==> config.mk <==
export PLATFORM = sky130hd
export DESIGN_NAME = board_top
export DESIGN_NICKNAME = d
export VERILOG_FILES = /design/src/common/board_pkg.sv /design/src/rtl/tick_gen.sv /design/src/vga/vga_timing.sv /design/src/seven_seg/seg7_scanner.sv /design/src/seven_seg/seg7_static_hold.sv /design/src/rtl/lab_top.sv /design/src/rtl/board_top.sv
export SDC_FILE = /design/constraint.sdc
export NUM_CORES = 1
export LEC_CHECK = 0
export BUFFER_PORTS_ARGS = -buffer_cell sky130_fd_sc_hd__buf_2
export CORE_ASPECT_RATIO = 1.5
export CORE_MARGIN = 8
export CORE_UTILIZATION = 25
export DETAILED_ROUTE_END_ITERATION = 6
export HOLD_SLACK_MARGIN = 0.05
export SLEW_MARGIN = 30
export SYNTH_ARGS = -nofsm -noshare
export SYNTH_HDL_FRONTEND = slang
export SYNTH_SLANG_ARGS = --single-unit
export TNS_END_PERCENT = 30
==> constraint.sdc <==
create_clock -name clk -period 6.9 [get_ports clk]
set_input_delay 1.38 -clock clk [delete_from_list [all_inputs] [get_ports clk]]
set_output_delay 1.38 -clock clk [all_outputs]
set_load 0.01 [all_outputs]
==> src/common/board_pkg.sv <==
package board_pkg;

    //--------------------------------------------------
    // Display geometry

    localparam int w_digit   = 4;   // Hex digits on the board
    localparam int bar_width = 80;  // Pixels per colour bar

    // 640x480 at 60 Hz, in pixels and lines
    localparam int h_visible = 640;
    localparam int h_front   = 16;
    localparam int h_sync    = 96;
    localparam int h_back    = 48;
    localparam int h_total   = h_visible + h_front + h_sync + h_back;

    localparam int v_visible = 480;
    localparam int v_front   = 10;
    localparam int v_sync    = 2;
    localparam int v_back    = 33;
    localparam int v_total   = v_visible + v_front + v_sync + v_back;

    //--------------------------------------------------
    // Shared types

    // One scanned digit, active high
    typedef struct packed
    {
        logic dp;
        logic g;
        logic f;
        logic e;
        logic d;
        logic c;
        logic b;
        logic a;
    } seg7_t;

    // One static board digit, active low
    typedef struct packed
    {
        logic       dp;
        logic [6:0] seg;  // Segment a at bit 0
    } hex_out_t;

    typedef struct packed
    {
        logic [3:0] r;
        logic [3:0] g;
        logic [3:0] b;
    } rgb_t;

    typedef struct packed
    {
        logic [9:0] x;
        logic [9:0] y;
        logic       display_on;
    } vga_pos_t;

    // Counter opcode from sw[1:0], code 3 falls back to hold
    typedef enum logic [1:0]
    {
        mode_hold = 2'd0,
        mode_up   = 2'd1,
        mode_down = 2'd2
    } count_mode_t;

endpackage

==> src/rtl/tick_gen.sv <==
`timescale 1ns/1ps

module tick_gen
#(
    parameter int clk_mhz = 50,
    parameter int tick_hz = 1
)
(
    input  logic clk,
    input  logic rst,
    output logic tick
);

    // Clock cycles per tick
    localparam int period = clk_mhz * 1000000 / tick_hz;
    localparam int w_cnt  = period > 1 ? $clog2(period) : 1;

    logic [w_cnt-1:0] cnt;

    // High on the last cycle of each period
    assign tick = (cnt == w_cnt'(period - 1));

    always_ff @(posedge clk or posedge rst)
    begin
        if (rst)
            cnt <= '0;
        else if (tick)
            cnt <= '0;
        else
            cnt <= cnt + 1'b1;
    end

endmodule

==> src/vga/vga_timing.sv <==
`timescale 1ns/1ps

module vga_timing
#(
    parameter int clk_mhz   = 50,
    parameter int pixel_mhz = 25
)
(
    input  logic                clk,
    input  logic                rst,
    output board_pkg::vga_pos_t pos,
    output logic                hsync,
    output logic                vsync
);

    import board_pkg::*;

    localparam int pixel_div = clk_mhz / pixel_mhz;
    localparam int w_div     = pixel_div > 1 ? $clog2(pixel_div) : 1;

    localparam logic [9:0] h_last     = 10'(h_total - 1);
    localparam logic [9:0] v_last     = 10'(v_total - 1);
    localparam logic [9:0] hs_start   = 10'(h_visible + h_front);
    localparam logic [9:0] hs_end     = 10'(h_visible + h_front + h_sync);
    localparam logic [9:0] vs_start   = 10'(v_visible + v_front);
    localparam logic [9:0] vs_end     = 10'(v_visible + v_front + v_sync);
    localparam logic [9:0] h_vis_last = 10'(h_visible - 1);
    localparam logic [9:0] v_vis_last = 10'(v_visible - 1);

    logic [w_div-1:0] div_cnt;
    logic             pix_en;
    logic [9:0]       h_cnt;
    logic [9:0]       v_cnt;
    logic             hs_q;  // Sync aligned with pos
    logic             vs_q;

    //--------------------------------------------------
    // Pixel enable and raster counters

    assign pix_en = (div_cnt == w_div'(pixel_div - 1));

    always_ff @(posedge clk or posedge rst)
    begin
        if (rst)
            div_cnt <= '0;
        else if (pix_en)
            div_cnt <= '0;
        else
            div_cnt <= div_cnt + 1'b1;
    end

    always_ff @(posedge clk or posedge rst)
    begin
        if (rst)
        begin
            h_cnt <= '0;
            v_cnt <= '0;
        end
        else if (pix_en)
        begin
            if (h_cnt == h_last)
            begin
                h_cnt <= '0;
                v_cnt <= (v_cnt == v_last) ? 10'd0 : v_cnt + 10'd1;  // Next line
            end
            else
                h_cnt <= h_cnt + 10'd1;
        end
    end

    //--------------------------------------------------
    // Registered position and sync

    always_ff @(posedge clk or posedge rst)
    begin
        if (rst)
        begin
            pos   <= '0;
            hs_q  <= 1'b1;
            vs_q  <= 1'b1;
            hsync <= 1'b1;
            vsync <= 1'b1;
        end
        else
        begin
            pos.x          <= h_cnt;
            pos.y          <= v_cnt;
            pos.display_on <= (h_cnt <= h_vis_last) && (v_cnt <= v_vis_last);
            hs_q           <= !((h_cnt >= hs_start) && (h_cnt < hs_end));
            vs_q           <= !((v_cnt >= vs_start) && (v_cnt < vs_end));
            // Extra stage matches the registered colour in lab_top
            hsync          <= hs_q;
            vsync          <= vs_q;
        end
    end

    // Sync pulse must sit inside blanking once colour latency is applied
    a_sync_in_blank: assert property (@(posedge clk) disable iff (rst)
        pos.display_on |=> hsync);

    a_h_cnt_range: assert property (@(posedge clk) disable iff (rst)
        h_cnt < h_total);

endmodule

==> src/seven_seg/seg7_scanner.sv <==
`timescale 1ns/1ps

module seg7_scanner
(
    input  logic                          clk,
    input  logic                          rst,
    input  logic                          scan_tick,
    input  logic [15:0]                   value,
    output board_pkg::seg7_t              seg,
    output logic [board_pkg::w_digit-1:0] digit
);

    import board_pkg::*;

    logic [3:0] nibble;

    // Hex glyphs, bit order g..a
    function automatic logic [6:0] hex_glyph(input logic [3:0] h);
        case (h)
            4'h0: return 7'h3F;
            4'h1: return 7'h06;
            4'h2: return 7'h5B;
            4'h3: return 7'h4F;
            4'h4: return 7'h66;
            4'h5: return 7'h6D;
            4'h6: return 7'h7D;
            4'h7: return 7'h07;
            4'h8: return 7'h7F;
            4'h9: return 7'h6F;
            4'hA: return 7'h77;
            4'hB: return 7'h7C;  // Lower case b
            4'hC: return 7'h39;
            4'hD: return 7'h5E;  // Lower case d
            4'hE: return 7'h79;
            default: return 7'h71;
        endcase
    endfunction

    // Rotate the active digit left
    always_ff @(posedge clk or posedge rst)
    begin
        if (rst)
            digit <= w_digit'(1);
        else if (scan_tick)
            digit <= {digit[w_digit-2:0], digit[w_digit-1]};
    end

    always_comb
    begin
        nibble = '0;
        for (int i = 0; i < w_digit; i++)
        begin
            if (digit[i])
                nibble = value[i*4 +: 4];
        end
    end

    assign seg = seg7_t'({1'b0, hex_glyph(nibble)});  // Decimal point off

    a_digit_onehot: assert property (@(posedge clk) disable iff (rst)
        $onehot(digit));

endmodule

==> src/seven_seg/seg7_static_hold.sv <==
`timescale 1ns/1ps

module seg7_static_hold
(
    input  logic                                         clk,
    input  logic                                         rst,
    input  board_pkg::seg7_t                             seg,
    input  logic [board_pkg::w_digit-1:0]                digit,
    output board_pkg::hex_out_t [board_pkg::w_digit-1:0] hex
);

    import board_pkg::*;

    hex_out_t hex_next;

    // Board digits are active low
    assign hex_next.seg = ~{seg.g, seg.f, seg.e, seg.d, seg.c, seg.b, seg.a};
    assign hex_next.dp  = ~seg.dp;

    //--------------------------------------------------
    // Sticky flops

    // Each digit keeps its last scanned value, so the static display
    // is driven all the time and stays at full brightness
    always_ff @(posedge clk or posedge rst)
    begin
        if (rst)
            hex <= '1;  // Blank
        else
        begin
            for (int i = 0; i < w_digit; i++)
            begin
                if (digit[i])
                    hex[i] <= hex_next;
            end
        end
    end

endmodule

==> src/rtl/lab_top.sv <==
`timescale 1ns/1ps

module lab_top
#(
    parameter int clk_mhz = 50,
    parameter int tick_hz = 4,
    parameter int scan_hz = 1000
)
(
    input  logic                          clk,
    input  logic                          rst,
    input  logic [2:0]                    key,
    input  logic [8:0]                    sw,
    input  board_pkg::vga_pos_t           pos,
    output logic [9:0]                    led,
    output board_pkg::rgb_t               rgb,
    output board_pkg::seg7_t              seg,
    output logic [board_pkg::w_digit-1:0] digit
);

    import board_pkg::*;

    logic        count_tick;
    logic        scan_tick;
    count_mode_t mode;
    logic [15:0] count;
    seg7_t       scan_seg;
    logic        spare_on;
    logic [2:0]  bar_idx;

    function automatic rgb_t bar_palette(input logic [2:0] idx);
        case (idx)
            3'd0: return '{4'd15, 4'd15, 4'd15};  // White
            3'd1: return '{4'd15, 4'd15, 4'd0};   // Yellow
            3'd2: return '{4'd0,  4'd15, 4'd15};  // Cyan
            3'd3: return '{4'd0,  4'd15, 4'd0};
            3'd4: return '{4'd15, 4'd0,  4'd15};  // Magenta
            3'd5: return '{4'd15, 4'd0,  4'd0};
            3'd6: return '{4'd0,  4'd0,  4'd15};
            default: return '{4'd8, 4'd8, 4'd8};  // Grey
        endcase
    endfunction

    tick_gen #(.clk_mhz(clk_mhz), .tick_hz(tick_hz))
    i_count_tick (.clk(clk), .rst(rst), .tick(count_tick));

    tick_gen #(.clk_mhz(clk_mhz), .tick_hz(scan_hz))
    i_scan_tick (.clk(clk), .rst(rst), .tick(scan_tick));

    //--------------------------------------------------
    // Counter

    always_comb
    begin
        case (sw[1:0])
            2'd1:    mode = mode_up;
            2'd2:    mode = mode_down;
            default: mode = mode_hold;
        endcase
    end

    always_ff @(posedge clk or posedge rst)
    begin
        if (rst)
            count <= '0;
        else if (key[0])
            count <= '0;  // Clear wins over stepping
        else if (count_tick)
        begin
            case (mode)
                mode_up:   count <= count + 16'd1;
                mode_down: count <= count - 16'd1;
                default:   count <= count;
            endcase
        end
    end

    assign led = count[9:0];

    //--------------------------------------------------
    // Digits and colour bars

    seg7_scanner i_seg7_scanner
    (
        .clk       (clk),
        .rst       (rst),
        .scan_tick (scan_tick),
        .value     (count),
        .seg       (scan_seg),
        .digit     (digit)
    );

    // Decimal points flag any spare switch or button
    assign spare_on = |{key[2:1], sw[8:2]};

    always_comb
    begin
        seg    = scan_seg;
        seg.dp = spare_on;
    end

    assign bar_idx = 3'(pos.x / bar_width);

    always_ff @(posedge clk)
    begin
        rgb <= bar_palette(bar_idx);  // One cycle behind pos
    end

endmodule

==> src/rtl/board_top.sv <==
`timescale 1ns/1ps

module board_top
#(
    parameter int clk_mhz   = 50,
    parameter int pixel_mhz = 25,
    parameter int tick_hz   = 4,
    parameter int scan_hz   = 1000
)
(
    input  logic                                         clk,
    input  logic [2:0]                                   button,
    input  logic [9:0]                                   sw,
    output logic [9:0]                                   ledg,
    output board_pkg::hex_out_t [board_pkg::w_digit-1:0] hex,
    output logic                                         vga_hs,
    output logic                                         vga_vs,
    output board_pkg::rgb_t                              vga_rgb
);

    import board_pkg::*;

    logic               rst;
    logic [2:0]         key;
    vga_pos_t           pos;
    rgb_t               lab_rgb;
    seg7_t              seg;
    logic [w_digit-1:0] digit;
    logic               display_on_d;  // Aligned with lab_rgb

    //--------------------------------------------------
    // Pin mapping

    assign rst = sw[9];     // Top switch is the reset
    assign key = ~button;   // Buttons are active low

    vga_timing
    #(
        .clk_mhz   (clk_mhz),
        .pixel_mhz (pixel_mhz)
    )
    i_vga_timing
    (
        .clk   (clk),
        .rst   (rst),
        .pos   (pos),
        .hsync (vga_hs),
        .vsync (vga_vs)
    );

    lab_top
    #(
        .clk_mhz (clk_mhz),
        .tick_hz (tick_hz),
        .scan_hz (scan_hz)
    )
    i_lab_top
    (
        .clk   (clk),
        .rst   (rst),
        .key   (key),
        .sw    (sw[8:0]),
        .pos   (pos),
        .led   (ledg),
        .rgb   (lab_rgb),
        .seg   (seg),
        .digit (digit)
    );

    seg7_static_hold i_seg7_static_hold
    (
        .clk   (clk),
        .rst   (rst),
        .seg   (seg),
        .digit (digit),
        .hex   (hex)
    );

    //--------------------------------------------------
    // Blanking

    // Colour lags pos by a cycle, so display_on is delayed to match
    always_ff @(posedge clk or posedge rst)
    begin
        if (rst)
            display_on_d <= 1'b0;
        else
            display_on_d <= pos.display_on;
    end

    assign vga_rgb = display_on_d ? lab_rgb : '0;

endmodule

# Word-level counts from Yosys, hierarchy flattened
# Memories as Yosys holds them, arrays and structs flattened.
# Cells that the tools add are included.
# totals
ff_bits	141
latch_bits	0
mem_bits_rw	0
romBits	112
input_bits	14
output_inout_bits	56
elab_cells	83
memories	1
# op_classes
addsub	7
n_mul	0
n_div	1
magnitude_cmp	6
eq_ne	14
n_shift	0
muxes	15
n_bitwise	3
reduce_logical	11
# memory_table
memory	words	word_bits	read_ports	rd_ports_with_merged_regs	write_ports	line	source
(name not given)	16	7	1	0	0	seg7_scanner.sv:19	case (h)
# ops
op	count
one-hot mux 12 bit (7 select lines)	1
two-way mux 16 bit	3
adder 16 x 1 -> 16 bit (second input constant)	2
divider 10 x 7 -> 32 bit (second input constant)	1
one-hot mux 16 bit (2 select lines)	1
adder 24 x 1 -> 24 bit (second input constant)	1
equality test 24 bit (second input constant)	1
two-way mux 24 bit	1
adder 10 x 1 -> 10 bit (second input constant)	2
equality test 10 bit (second input constant)	2
two-way mux 10 bit	2
equality test 16 bit (second input constant)	1
two-way mux 4 bit	4
subtractor 16 x 1 -> 16 bit (second input constant)	1
two-way mux 12 bit	1
>= comparator 10 bit (second input constant)	1
>= comparator 10 x 9 -> 1 bit (second input constant)	1
<= comparator 10 bit (second input constant)	1
<= comparator 10 x 9 -> 1 bit (second input constant)	1
< comparator 10 bit (second input constant)	1
< comparator 10 x 9 -> 1 bit (second input constant)	1
equality test 3 bit (second input constant)	3
OR reduction 9 bit	1
NOT 7 bit	1
15 further kinds	22

# Logic depth before layout (Yosys ltp)
# Gate-level depths: netlist of the first run.
# logic_depth
word_depth	6
ltp_mapped	11
depth_no_buf	10

# Modules after synthesis
# A second synthesis of the first run with hierarchy kept.
# hier_totals
hier_cells	763
hier_area_um2	7848.8
# modules_own_cells
module	n_inst	cells_each	area_per_inst_um2
lab_top	1	248	2069.5
vga_timing	1	143	1800.5
seg7_static_hold	1	103	1257.5
tick_gen at i_lab_top.i_count_tick	1	121	1227.4
tick_gen at i_lab_top.i_scan_tick	1	68	757.0
seg7_scanner	1	62	600.6
board_top	1	18	136.4

# Worst setup path after synthesis of the first run
# OpenSTA, ideal clock, no wires.
# synth_path
path_type	input-to-reg
startpoint	in sw[0]
endpoint	reg i_lab_top.count[15]
setup_time_ps	79
arrival_time_ps	3392
slack_ps	3429
stages	9
path_cell_list	inv_1 > ha_1 > ha_1 > nor3_1 > nor3_1 > o2111a_1 > nor3_1 > mux2i_1 > mux2i_1
# synth_between
elab_chain_cells	6
# synth_rtl
element	line	source
start: declaration	board_top.sv:13	input logic [9:0] sw,
equality test 2 bit / equality test 2 x 1 -> 1 bit (equally long branches)	lab_top.sv:55	case (sw[1:0])
one-hot mux 2 bit (2 select lines) (*)	lab_top.sv:55	
equality test 2 bit / equality test 2 x 1 -> 1 bit (equally long branches)	lab_top.sv:70	case (mode)
one-hot mux 16 bit (2 select lines)	lab_top.sv:70	
two-way mux 16 bit	lab_top.sv:68	else if (count_tick)
two-way mux 16 bit	lab_top.sv:66	else if (key[0])
end signal: assignment	lab_top.sv:71	mode_up: count <= count + 16'd1;
end signal: assignment	lab_top.sv:72	mode_down: count <= count - 16'd1;
end signal: assignment	lab_top.sv:73	default: count <= count;
end: declaration	lab_top.sv:26	logic [15:0] count;
# Every way passes the cells marked *; elsewhere a longest branch is shown, timed or not. The select of a mux whose other input is x is not followed.
# A chain may end at the register's enable or synchronous reset.

# Worst setup path after layout of the first run
# layout_path
startpoint	in sw[0]
endpoint	reg i_lab_top.count[12]
# The elaborated chain is that of the path after synthesis.

==> reports/results.env, run 1 <==
TOTALNEGATIVESETUPSLACK_NS=0
POST_PLACEMENT_CELL_COUNT=1056
SHARE_OF_CELLS_ABOVE_DRIVE_STRENGTH_1_PCT=23.2
POST_CTS_REPAIR_SETUP_BUFFERS=0
FLIP_FLOP_CELL_WITH_THE_HIGHEST_COUNT_AFTER_SYNTHESIS='sky130_fd_sc_hd__dfrtp_1'
DIEWIDTH_UM=152
FIN_WORST_HOLD_SLACK_NS=0.351
FINALCOREUTILIZATION_PCT=29.7
VIA_COUNT=5043
SYNTH.YOSYS.WARNINGS=0
CP_CELL_SEQUENCE='buf_2 -> inv_1 -> ha_1 -> ha_1 -> o21ai_0 -> nor3_1 -> a21boi_0 -> or3_1 -> nand3_1 -> o211a_1'
FINAL-SETUP-VIOL-COUNT=0
GRT_FIRST_PASS_WIRELENGTH_MM=25.6
TRITONCTS='done'
CLOCK-SKEW-FINAL_NS=0.00751
INSERTION_DELAY_NS=0.41
PROPORTION_OF_POWER_DRAWN_BY_THE_CLOCK_NETWORK_PCT=53.3
PLACE_AREA_UM2=7510
YS_SEQ_ELEMENTS=131
ROUTE.FINAL.WIRE_LENGTH_MM=15.2
IO-PIN-COUNT=70
DETAIL_ROUTE.VIAS_PER_CELL=4.63
CRITPATHMAXFANOUT=17
NUMCLOCKSINKS=131
PLACED_WIRE_LENGTH_ESTIMATE_MM=10.9
FIN_TOTAL_PWR_mW=1.72
CTS_CLOCK_PIN_SLEW_FOR_THE_WORST_SETUP_AND_HOLD_PATHS_NS=0.06
DIEHEIGHT_UM=220
CRITPATHLAUNCHTYPE='primary input'
CRITICAL_PATH_CAPTURE_POINT_TYPE='register'
COMBPWRFRAC_PCT=2.1
NETLIST-CELL-TYPE-COUNT=73
SEQ_AREA_FRAC_SYNTH_PCT=47.5
FRACTION_OF_POWER_SPENT_SWITCHING_NETS_PCT=21.2
CTSRESIZECOUNT=0
FINAL_NUMBER_OF_MAX_TRANSITION_VIOLATIONS=0
CTS_ROOT_CELL='sky130_fd_sc_hd__clkbuf_16'
CTSHOLDBUFFERS=0
SYNTH.CELL_AREA_UM2=6940
WORST_PIN_SLEW_NS=0.827
DRTANTENNAVIOLNETS=0
FINALCRITPERIODSHARE_PCT=52.5
INTERNAL-POWER_mW=1.36
DRV_CAP=0
WORST_SLEW_SLACK_AS_A_FRACTION_OF_ITS_LIMIT_PCT=44.7
ROWS=74
SHARE_SEQ_OF_TOTAL_POWER_PCT=44.6
CTS_INSERTED_BUFFERS=17
FLOORPLAN.DIE_AREA_UM2=33500
DR.FIRST_ITER.DRC_COUNT=282
PATH_CLASS='primary input to register'
CRIT_PATH_TOP_DELAY_CELL='sky130_fd_sc_hd__ha_1'
WORST-ENDPOINT-ARRIVAL_NS=3.97
LAYOUT.CELL_AREA.NON_FILLER_UM2=8120
ACHIEVABLE-FREQUENCY_MHz=276
SYNTH_ASYNC_SR_FLOP_SHARE_PCT=95.4
FILLERINSTANCES=2778
GRT_START_MAX_NET_PINS=50
SYN-MEAN-INSTANCE-AREA_UM2=10.2
SYNTH-EDFF-COUNT=0
SETUP_WS_NS=3.28
FINAL-INSTANCE-COUNT-EXCL-FILL=1089
SETUP_REPAIR_AFTER_GLOBAL_ROUTING_MISSED_ITS_MARGIN='no'
ANTENNA_CELLS_INSERTED=0
PERIOD_NEEDED_NS=3.62
GPL_CONGESTION=0.820
RUN_STATUS='complete, no violations'
CLOCK_TREE.BUFFER_DEPTH=2
SYN_INST=681
FINALHOLDVIOLATIONS=0
NNETSFINAL=776
INITIAL_CORE_UTILIZATION_PCT=25.4
WORST_PATH_MOST_REPEATED_CELL='sky130_fd_sc_hd__ha_1'
FINAL_CELL_MIX='sky130_fd_sc_hd__dfrtp_1 (88), sky130_fd_sc_hd__buf_2 (70), sky130_fd_sc_hd__nor2_1 (58), sky130_fd_sc_hd__nand2_1 (51), sky130_fd_sc_hd__a21oi_1 (42)'
PWR_DENSITY_CELL_nW_PER_UM2=212
DRT_PRE_ANTENNA_ITERS=4
SYNTH.NET_COUNT=723
LEAKAGEPOWER_nW=3.64
ROUTE.DETAILED.DRC=0
COREAREA_UM2=27300
CRITPATHREQUIREDTIME_NS=7.25
WORST_VOLTAGE_DROP_ACROSS_THE_VDD_GRID_V=0.000155
GRT_REMAINING_OVERFLOW=0
DETAILEDPLACE.WORSTSLACK_NS=2.89
GRT_ANTENNA_BEFORE_REPAIR=0
FINAL_COMMON_CELL='sky130_fd_sc_hd__dfrtp_1'
POWER.NET_SWITCHING_mW=0.366
SLOWEST_DELAY_NS=0.59
HOLD_CLASS='register to register'
PLACE.PORT_BUFFERS=69
WIRE_PER_INST_UM=13.9
GRT_USE_TOTAL_PCT=9.40
GRT_PASS1_VIAS=5114
SYNTHTOLAYOUTAREAGROWTH_PCT=16.9
CTSHTREEMAXLEVEL=4
[power groups by stage]
stage	sequential, mW	clock (mW)	combinational (mW)
3_3_place_gp	0.782	0	0.0365
5_1_grt	0.769	0.982	0.0413
2_1_floorplan	0.782	0	0.0250
4_1_cts	0.769	0.946	0.0371
6_report	0.769	0.919	0.0355
3_5_place_dp	0.782	0	0.0370
[layout make-up]
cell class                      count  area (um^2)  share of cell area [%]
Timing Repair Buffer               73          373                    4.59
Clock buffer                       20          447                    5.50
Inverter                           26          100                    1.23
Clock inverter                     12          156                    1.93
Tap cell                          342          428                    5.27
Multi-Input combinational cell    485         3320                    40.9
Sequential cell                   131         3290                    40.6
[layer usage]
metal  vias to the layer above  GRT usage (%)  share of wire (%)
met3                        22           3.10                5.6
li1                       2493              -                  -
met4                         0           5.48                3.1
met5                         -              0                  0
met2                       106           16.7                 51
met1                      2422           9.62                 41
[state kept, by name, summed over array words and instances (netlist names), 4 cells and up]
name / cells
i_lab_top.i_scan_tick.cnt: 16
i_lab_top.rgb: 6
i_vga_timing.v_cnt: 10
i_vga_timing.h_cnt: 10
i_vga_timing.pos: 7
i_lab_top.i_seg7_scanner.digit: 4
i_lab_top.i_count_tick.cnt: 24
i_seg7_static_hold.hex: 32
i_lab_top.count: 16
[cell families after synthesis]
group / after synthesis / synth area share, %
DFF: 131 / 47.5
xor gates and xnor gates: 57 / 7.19
AOI/OAI and AO/OA: 116 / 10.9
buffers and inverters: 65 / 4.74
and+or+nand+nor: 246 / 18.5
adders and majority gates: 28 / 5.16
muxes: 38 / 6.04
[cells in the mapped netlist (12+ instances only)]
cell	instances	share of area [%]
sky130_fd_sc_hd__dfrtp_1	88	32
sky130_fd_sc_hd__buf_4	17	1.8
sky130_fd_sc_hd__nor2_1	58	3.1
sky130_fd_sc_hd__nand2_1	51	2.8
sky130_fd_sc_hd__nor3_1	18	1.3
sky130_fd_sc_hd__dfstp_2	37	14
sky130_fd_sc_hd__a21oi_1	42	3.0
sky130_fd_sc_hd__ha_1	27	4.9
sky130_fd_sc_hd__mux2i_1	16	2.3
sky130_fd_sc_hd__nand3_1	27	1.9
sky130_fd_sc_hd__nor2b_1	18	1.6
sky130_fd_sc_hd__xnor2_1	27	3.4
sky130_fd_sc_hd__xor2_1	30	3.8
sky130_fd_sc_hd__mux2_2	21	3.4
sky130_fd_sc_hd__inv_1	25	1.4
sky130_fd_sc_hd__clkbuf_1	12	0.65
sky130_fd_sc_hd__o21ai_0	21	1.5
[worst max-delay path: cells and delay by family]
family | cells | cell delay (ns)
simple gates | 3 | 0.95
fa+ha+maj | 2 | 0.94
compound gates | 3 | 0.57
buf+inv | 2 | 0.13
[worst paths after layout]
check                                                         startpoint                                       to  slack (ns)  depth (start not counted)
hold / removal                             i_vga_timing.pos[0]$_DFF_PP0_                   display_on_d$_DFF_PP0_        0.35                          0
max in group asynchronous                                          sw[9]  i_lab_top.i_count_tick.cnt[3]$_DFF_PP0_        4.91                          3
min in group asynchronous                                          sw[9]        i_vga_timing.v_cnt[1]$_DFFE_PP0P_        0.99                          2
setup / recovery                                                   sw[0]          i_lab_top.count[12]$_DFFE_PP0P_        3.28                         10
setup reg to reg           i_lab_top.i_seg7_scanner.digit[1]$_DFFE_PP0N_   i_seg7_static_hold.hex[30]$_DFFE_PP1P_        3.74                          9
hold reg to reg                            i_vga_timing.pos[0]$_DFF_PP0_                   display_on_d$_DFF_PP0_        0.35                          0
No activity file was read; power rests on OpenSTA's default activity.
==> inputs of run 2 (changes only) <==
==> constraint.sdc (replaced) <==
create_clock -name clk -period 3.7 [get_ports clk]
set_input_delay 0.74 -clock clk [delete_from_list [all_inputs] [get_ports clk]]
set_output_delay 0.74 -clock clk [all_outputs]
set_load 0.01 [all_outputs]
==> run 2 against run 1 <==
Global-route usage rose by 0.15 points. Register-to-register slack got worse by 2.9 ns. Flip-flop and latch count did not move. Clock skew fell by 0.0011 ns. Design area fell by 0.45%. Largest power group unchanged.
==> reports/results.env, run 2 (same netlist as run 1, synthesis figures left out) <==
RUN_STATUS='complete, no violations'
SHARE_OF_CELLS_ABOVE_DRIVE_STRENGTH_1_PCT=23.4
CRITPATHLAUNCHTYPE='primary input'
FINAL_CELL_MIX='sky130_fd_sc_hd__dfrtp_1 (88), sky130_fd_sc_hd__buf_2 (69), sky130_fd_sc_hd__nor2_1 (58), sky130_fd_sc_hd__nand2_1 (51), sky130_fd_sc_hd__a21oi_1 (42)'
PLACE_AREA_UM2=7540
SYNTHTOLAYOUTAREAGROWTH_PCT=16.4
TOTALNEGATIVESETUPSLACK_NS=0
CTSHTREEMAXLEVEL=4
ROUTE.FINAL.WIRE_LENGTH_MM=15.2
PROPORTION_OF_POWER_DRAWN_BY_THE_CLOCK_NETWORK_PCT=50.5
GPL_CONGESTION=0.835
POWER.NET_SWITCHING_mW=0.687
FILLERINSTANCES=2798
FINALCRITPERIODSHARE_PCT=80.2
PWR_DENSITY_CELL_nW_PER_UM2=376
FINAL-SETUP-VIOL-COUNT=0
FINAL-INSTANCE-COUNT-EXCL-FILL=1091
DRV_CAP=0
GRT_ANTENNA_BEFORE_REPAIR=0
ROWS=74
DRTANTENNAVIOLNETS=0
DIEHEIGHT_UM=220
FIN_TOTAL_PWR_mW=3.04
COMBPWRFRAC_PCT=2.2
R2R_START='i_lab_top.i_seg7_scanner.digit[2]$_DFFE_PP0N_'
CTSHOLDBUFFERS=0
PERIOD_NEEDED_NS=2.97
WORST_PIN_SLEW_NS=0.797
GRT_PASS1_VIAS=5098
GRT_FIRST_PASS_WIRELENGTH_MM=25.8
FIN_WORST_HOLD_SLACK_NS=0.355
GRT_REMAINING_OVERFLOW=0
CTS_CLOCK_PIN_SLEW_FOR_THE_WORST_SETUP_AND_HOLD_PATHS_NS=0.06
FINALHOLDVIOLATIONS=0
POST_CTS_REPAIR_SETUP_BUFFERS=0
HOLD_CLASS='register to register'
LAYOUT.CELL_AREA.NON_FILLER_UM2=8080
LARGEST_REGISTERS='i_seg7_static_hold.hex x32, i_lab_top.i_count_tick.cnt x24'
DETAIL_ROUTE.VIAS_PER_CELL=4.66
PLACE.PORT_BUFFERS=69
CTS_INSERTED_BUFFERS=17
MULTIINPUTGATEAREA_UM2=3320
POST_PLACEMENT_CELL_COUNT=1059
CLOCK-SKEW-FINAL_NS=0.00637
CLOCK_TREE.BUFFER_DEPTH=2
CRITICAL_PATH.STARTPOINT='sw[0]'
CRITICAL_PATH.REG2REG.ENDPOINT='i_seg7_static_hold.hex[20]$_DFFE_PP1P_'
FINAL_COMMON_CELL='sky130_fd_sc_hd__dfrtp_1'
TRITONCTS='done'
LARGEST-REGISTER='i_seg7_static_hold.hex'
WORST_SLEW_SLACK_AS_A_FRACTION_OF_ITS_LIMIT_PCT=46.7
LEAKAGEPOWER_nW=3.64
WIRE_PER_INST_UM=13.9
IO-PIN-COUNT=70
WORST_VOLTAGE_DROP_ACROSS_THE_VDD_GRID_V=0.000258
WORST-ENDPOINT-ARRIVAL_NS=3.33
FRACTION_OF_POWER_SPENT_SWITCHING_NETS_PCT=22.6
R2R_SETUP_SLACK_NS=0.84
FINAL_NUMBER_OF_MAX_TRANSITION_VIOLATIONS=0
CRITPATHREQUIREDTIME_NS=4.06
REG2REGPATHDEPTH=8
ROUTE.DETAILED.DRC=0
PLACED_WIRE_LENGTH_ESTIMATE_MM=11.1
DIEWIDTH_UM=152
GRT_USE_TOTAL_PCT=9.55
NNETSFINAL=778
WORSTHOLDPATHCELLS=0
VIA_COUNT=5081
PATH_CLASS='primary input to register'
CRITPATHMAXFANOUT=17
CTSRESIZECOUNT=0
LARGEST_REGISTER_FF_COUNT=32
GRT_START_MAX_NET_PINS=76
CRITICAL_PATH_CAPTURE_POINT_TYPE='register'
INITIAL_CORE_UTILIZATION_PCT=25.4
FLOORPLAN.DIE_AREA_UM2=33500
INTERNAL-POWER_mW=2.35
CRIT_PATH_END='i_lab_top.count[12]$_DFFE_PP0P_'
DRT_PRE_ANTENNA_ITERS=6
ACHIEVABLE-FREQUENCY_MHz=337
SHARE_SEQ_OF_TOTAL_POWER_PCT=47.3
COREAREA_UM2=27300
INSERTION_DELAY_NS=0.42
SETUP_REPAIR_AFTER_GLOBAL_ROUTING_MISSED_ITS_MARGIN='no'
CTS_ROOT_CELL='sky130_fd_sc_hd__clkbuf_16'
DR.FIRST_ITER.DRC_COUNT=285
ANTENNA_CELLS_INSERTED=0
NUMCLOCKSINKS=131
FINAL-SEQ-AREA_UM2=3290
-- run 2: power by group through the flow --
| stage | sequential (mW) | combinational [mW] | clock (mW) |
|---|---|---|---|
| finish | 1.43 | 0.0682 | 1.53 |
| global route | 1.43 | 0.0790 | 1.65 |
| detailed placement | 1.46 | 0.0715 | 0 |
| floorplan | 1.46 | 0.0470 | 0 |
| global placement | 1.46 | 0.0703 | 0 |
| CTS | 1.43 | 0.0719 | 1.58 |
-- run 2: cell type report --
cell class | instances | area share (%)
multi-input cells | 485 | 41.1
repair buffers | 75 | 4.99
clock inverters | 11 | 0.929
clock buffers | 21 | 5.70
well taps | 342 | 5.30
flip-flops and latches | 131 | 40.8
inverters | 26 | 1.25
-- run 2: per-stage QoR --
stage / setup slack [ns] / utilization (%)
floorplan: 0.869 / -
global placement: 0.366 / 27.6
detailed placement: 0.318 / 27.6
CTS: 0.758 / 29.6
global route: 0.483 / 29.6
finish: 0.731 / 29.6
-- run 2: worst min-delay path by stage --
stage                                        startpoint                     end  slack (ns)
after global routing      i_vga_timing.pos[0]$_DFF_PP0_  display_on_d$_DFF_PP0_        0.36
final                     i_vga_timing.pos[0]$_DFF_PP0_  display_on_d$_DFF_PP0_        0.35
after detailed placement  i_vga_timing.pos[0]$_DFF_PP0_  display_on_d$_DFF_PP0_        0.34
after global placement    i_vga_timing.pos[0]$_DFF_PP0_  display_on_d$_DFF_PP0_        0.33
after CTS                 i_vga_timing.pos[0]$_DFF_PP0_  display_on_d$_DFF_PP0_        0.36
after floorplan           i_vga_timing.pos[0]$_DFF_PP0_  display_on_d$_DFF_PP0_        0.33
-- run 2: critical path: stages --
cell                       delay (ns)
sky130_fd_sc_hd__buf_2           0.09
sky130_fd_sc_hd__inv_1           0.04
sky130_fd_sc_hd__ha_1            0.59
sky130_fd_sc_hd__ha_1            0.37
sky130_fd_sc_hd__o21ai_0         0.17
sky130_fd_sc_hd__nor3_1          0.45
sky130_fd_sc_hd__a21boi_0        0.25
sky130_fd_sc_hd__or3_1           0.39
sky130_fd_sc_hd__nand3_1         0.09
sky130_fd_sc_hd__o211a_1         0.14
-- run 2: per-layer routing --
layer	GRT usage [%]	up-vias	routed length [um]
met4	4.38	0	289
met5	0	-	0
li1	-	2498	-
met3	3.31	21	833
met2	16.8	91	7650
met1	10.2	2471	6410
==> inputs of run 3 (changes only) <==
--- a/config.mk
+++ b/config.mk
@@ -5,6 +5,7 @@
 export SDC_FILE = /design/constraint.sdc
 export NUM_CORES = 1
 export LEC_CHECK = 0
+export ABC_AREA = 1
 export BUFFER_PORTS_ARGS = -buffer_cell sky130_fd_sc_hd__buf_2
 export CORE_ASPECT_RATIO = 1.5
 export CORE_MARGIN = 8
==> constraint.sdc (replaced) <==
create_clock -name clk -period 3.06 [get_ports clk]
set_input_delay 0.612 -clock clk [delete_from_list [all_inputs] [get_ports clk]]
set_output_delay 0.612 -clock clk [all_outputs]
set_load 0.01 [all_outputs]
==> run 3 against run 2 <==
Sequential power grew 22%. Final cell count grew 28%. Register-to-register slack lost 0.24 ns. Critical path depth grew 4. Highest routed layer unchanged. Critical path type unchanged.
==> reports/results.env, run 3 <==
NNETSFINAL=1029
HOLD_CLASS='primary input to asynchronous set/reset pin'
DIEHEIGHT_UM=226
NUMCLOCKSINKS=131
PLACE.PORT_BUFFERS=69
COREAREA_UM2=29200
FINAL-SEQ-AREA_UM2=3290
GRT_ANTENNA_BEFORE_REPAIR=0
WIRE_PER_INST_UM=13.0
FLIP_FLOP_CELL_WITH_THE_HIGHEST_COUNT_AFTER_SYNTHESIS='sky130_fd_sc_hd__dfrtp_1'
CRITPATHTOPFAMILY='compound AO/OA/AOI/OAI gates'
CRITPATHLAUNCHTYPE='primary input'
FIN_WORST_HOLD_SLACK_NS=0.262
LARGEST-REGISTER='i_seg7_static_hold.hex'
YOSYS.CELL_COUNT.TOP_TYPE='sky130_fd_sc_hd__nand2_1'
LEAKAGEPOWER_nW=4.20
MULTIINPUTGATEAREA_UM2=3340
VIA_COUNT=6217
YOSYS-TOP-CELLS-COUNT='sky130_fd_sc_hd__nand2_1 (202), sky130_fd_sc_hd__inv_1 (124), sky130_fd_sc_hd__dfrtp_1 (88)'
ANTENNA_CELLS_INSERTED=0
CTSRESIZECOUNT=0
DIEWIDTH_UM=156
YOSYS.AREA.TOP_TYPE_SHARE_PCT=30.0
FINALHOLDVIOLATIONS=0
GRT_PASS1_VIAS=6345
GPL_CONGESTION=0.874
CTSHOLDBUFFERS=0
TRITONCTS='done'
SYN_INST=915
ROUTE.FINAL.WIRE_LENGTH_MM=18.1
SYN-MEAN-INSTANCE-AREA_UM2=8.02
PERIOD_NEEDED_NS=2.61
ACHIEVABLE-FREQUENCY_MHz=383
SYNTH_ASYNC_SR_FLOP_SHARE_PCT=95.4
DRT_PRE_ANTENNA_ITERS=4
TOTALNEGATIVESETUPSLACK_NS=0
SYNTH_TOP_CELLS_BY_AREA='sky130_fd_sc_hd__dfrtp_1 (30%), sky130_fd_sc_hd__dfstp_2 (13%), sky130_fd_sc_hd__nand2_1 (10%)'
ROWS=77
R2R_SETUP_SLACK_NS=0.60
RUN_STATUS='complete, no violations'
PLACE_AREA_UM2=8120
WORST_PIN_SLEW_NS=0.846
ROUTE.DETAILED.DRC=0
FLOORPLAN.DIE_AREA_UM2=35200
CLOCK_TREE.BUFFER_DEPTH=2
IO-PIN-COUNT=70
CRITICAL_PATH.STARTPOINT='sw[0]'
SHARE_OF_CELLS_ABOVE_DRIVE_STRENGTH_1_PCT=19.5
WL_MET1_MM=7.22
DRV_CAP=0
LARGEST_REGISTERS='i_seg7_static_hold.hex x32, i_lab_top.i_count_tick.cnt x24'
CTSHTREEMAXLEVEL=4
SYNTH.CELL_AREA_UM2=7330
SYNTH-EDFF-COUNT=0
PATH_CLASS='primary input to register'
FINALCRITPERIODSHARE_PCT=85.4
SEQ_AREA_FRAC_SYNTH_PCT=44.9
CRITICAL_PATH_CAPTURE_POINT_TYPE='register'
NETLIST-CELL-TYPE-COUNT=55
DR.FIRST_ITER.DRC_COUNT=324
LARGEST_REGISTER_FF_COUNT=32
FINAL-SETUP-VIOL-COUNT=0
SYNTHTOLAYOUTAREAGROWTH_PCT=19.4
SETUP_REPAIR_AFTER_GLOBAL_ROUTING_MISSED_ITS_MARGIN='no'
SLOWEST_DELAY_NS=0.41
CRIT_PATH_END='i_lab_top.count[15]$_DFFE_PP0P_'
SYNTH.NET_COUNT=957
YS_SEQ_ELEMENTS=131
SYNTHDOMINANTAREACELLTYPE='sky130_fd_sc_hd__dfrtp_1'
CRITICAL_PATH.REG2REG.ENDPOINT='i_seg7_static_hold.hex[3]$_DFFE_PP1P_'
INITIAL_CORE_UTILIZATION_PCT=25.1
CTS_CLOCK_PIN_SLEW_FOR_THE_WORST_SETUP_AND_HOLD_PATHS_NS=0.06
CRITPATHREQUIREDTIME_NS=3.36
FILLERINSTANCES=3075
MET2_LENGTH_MM=9.91
DRTANTENNAVIOLNETS=0
CRIT_BUF_INV=2
CLOCK-SKEW-FINAL_NS=0.0102
PLACED_WIRE_LENGTH_ESTIMATE_MM=14.1
FINAL_COMMON_CELL='sky130_fd_sc_hd__nand2_1'
GRT_FIRST_PASS_WIRELENGTH_MM=30.7
WORST_PATH_MOST_REPEATED_CELL='sky130_fd_sc_hd__o21ai_0'
CP_CELL_SEQUENCE='buf_2 -> inv_1 -> ha_1 -> ha_1 -> a21oi_1 -> o21ai_0 -> a21oi_1 -> nor2_1 -> o21ai_0 -> nand2_1 -> nand3_1 -> nand2_1 -> o21ai_0 -> o21ai_1'
SYNTH.YOSYS.WARNINGS=0
FINAL_CELL_MIX='sky130_fd_sc_hd__nand2_1 (202), sky130_fd_sc_hd__inv_1 (123), sky130_fd_sc_hd__dfrtp_1 (88), sky130_fd_sc_hd__nor2_1 (81), sky130_fd_sc_hd__buf_2 (69)'
WL_MET3_UM=525
WORST_SLEW_SLACK_AS_A_FRACTION_OF_ITS_LIMIT_PCT=43.4
R2R_START='i_lab_top.i_seg7_scanner.digit[0]$_DFFE_PP1N_'
PWR_DENSITY_CELL_nW_PER_UM2=460
CRIT_PATH_TOP_DELAY_CELL='sky130_fd_sc_hd__ha_1'
POST_CTS_REPAIR_SETUP_BUFFERS=0
CRITPATHMAXFANOUT=9
WORST-ENDPOINT-ARRIVAL_NS=2.92
WORST_VOLTAGE_DROP_ACROSS_THE_VDD_GRID_V=0.000326
GRT_START_MAX_NET_PINS=36
GRT_USE_TOTAL_PCT=10.9
INSERTION_DELAY_NS=0.43
CTS_ROOT_CELL='sky130_fd_sc_hd__clkbuf_16'
REG2REGPATHDEPTH=11
FINAL_NUMBER_OF_MAX_TRANSITION_VIOLATIONS=0
CRIT_CELLS=14
CTS_INSERTED_BUFFERS=17
LAYOUT.CELL_AREA.NON_FILLER_UM2=8760
DETAIL_ROUTE.VIAS_PER_CELL=4.46
MAXUSEDROUTINGLAYER='met4'
GRT_REMAINING_OVERFLOW=0
[run 3: cell count changes after synthesis, sizes merged, moves of 16 or more]
cell	change
xnor2	-23
inv	+106
nand2	+161
nor2b	-18
mux2i	-16
o21ai	+40
nand4	+16
nand3	+19
mux2	-21
nor2	+31
[run 3: worst register-to-register path: cells and delay by family, from the launching register on]
family                     cells  cell delay [ns]
buffers and inverters          1             0.17
AOI/OAI and AO/OA              3             0.85
DFF                            1             0.57
adders and majority gates      1             0.30
and+or+nand+nor                6             0.51
[run 3: logic make-up (layout without fill, tap and decap cells)]
| family | Yosys count | after routing | share of synthesized area, % |
|---|---|---|---|
| xor gates and xnor gates | 19 | 19 | 2.27 |
| buffers and inverters | 166 | 251 | 9.48 |
| DFF | 131 | 131 | 44.9 |
| adders and majority gates | 28 | 28 | 4.88 |
| AOI/OAI and AO/OA | 150 | 150 | 11.8 |
| and+or+nand+nor | 421 | 421 | 26.6 |
[run 3: area by class of cell]
type | instances | area share, %
multi-input combinational | 618 | 38.2
sequential | 131 | 37.6
inverter | 136 | 5.89
tap | 395 | 5.64
timing repair buffer | 83 | 5.43
clock buffer | 20 | 5.22
clock inverter | 12 | 2.01
[run 3: stage by stage]
stage | power [mW] | cells | utilization, % | setup WS (ns)
after floorplan | 1.83 | 915 | - | 0.366
after global placement | 1.87 | 1363 | 27.8 | 0.0980
after detailed placement | 1.87 | 1363 | 27.8 | 0.0396
after CTS | 4.10 | 1395 | 30.0 | 0.489
after global routing | 4.18 | 1395 | 30.0 | 0.175
final | 4.03 | 1395 | 30.0 | 0.446
[run 3: worst min-delay path by stage]
stage,cells after the start,to
after floorplan,0,display_on_d$_DFF_PP0_
after global placement,0,display_on_d$_DFF_PP0_
after detailed placement,0,display_on_d$_DFF_PP0_
after CTS,2,i_lab_top.i_scan_tick.cnt[8]$_DFF_PP0_
after global routing,2,i_lab_top.i_scan_tick.cnt[4]$_DFF_PP0_
final,2,i_vga_timing.h_cnt[2]$_DFFE_PP0P_
[run 3: routing by layer]
metal	global-route usage, %	vias to the layer above
li1	-	3148
met1	11.1	2938
met2	20.7	97
met3	2.13	34
met4	5.21	0
met5	0	-
[run 3: where the power goes]
part           total, mW  switching (mW)  internal, mW
combinational      0.101          0.0701        0.0311
clock               2.19           0.784          1.41
sequential          1.74         0.00259          1.74
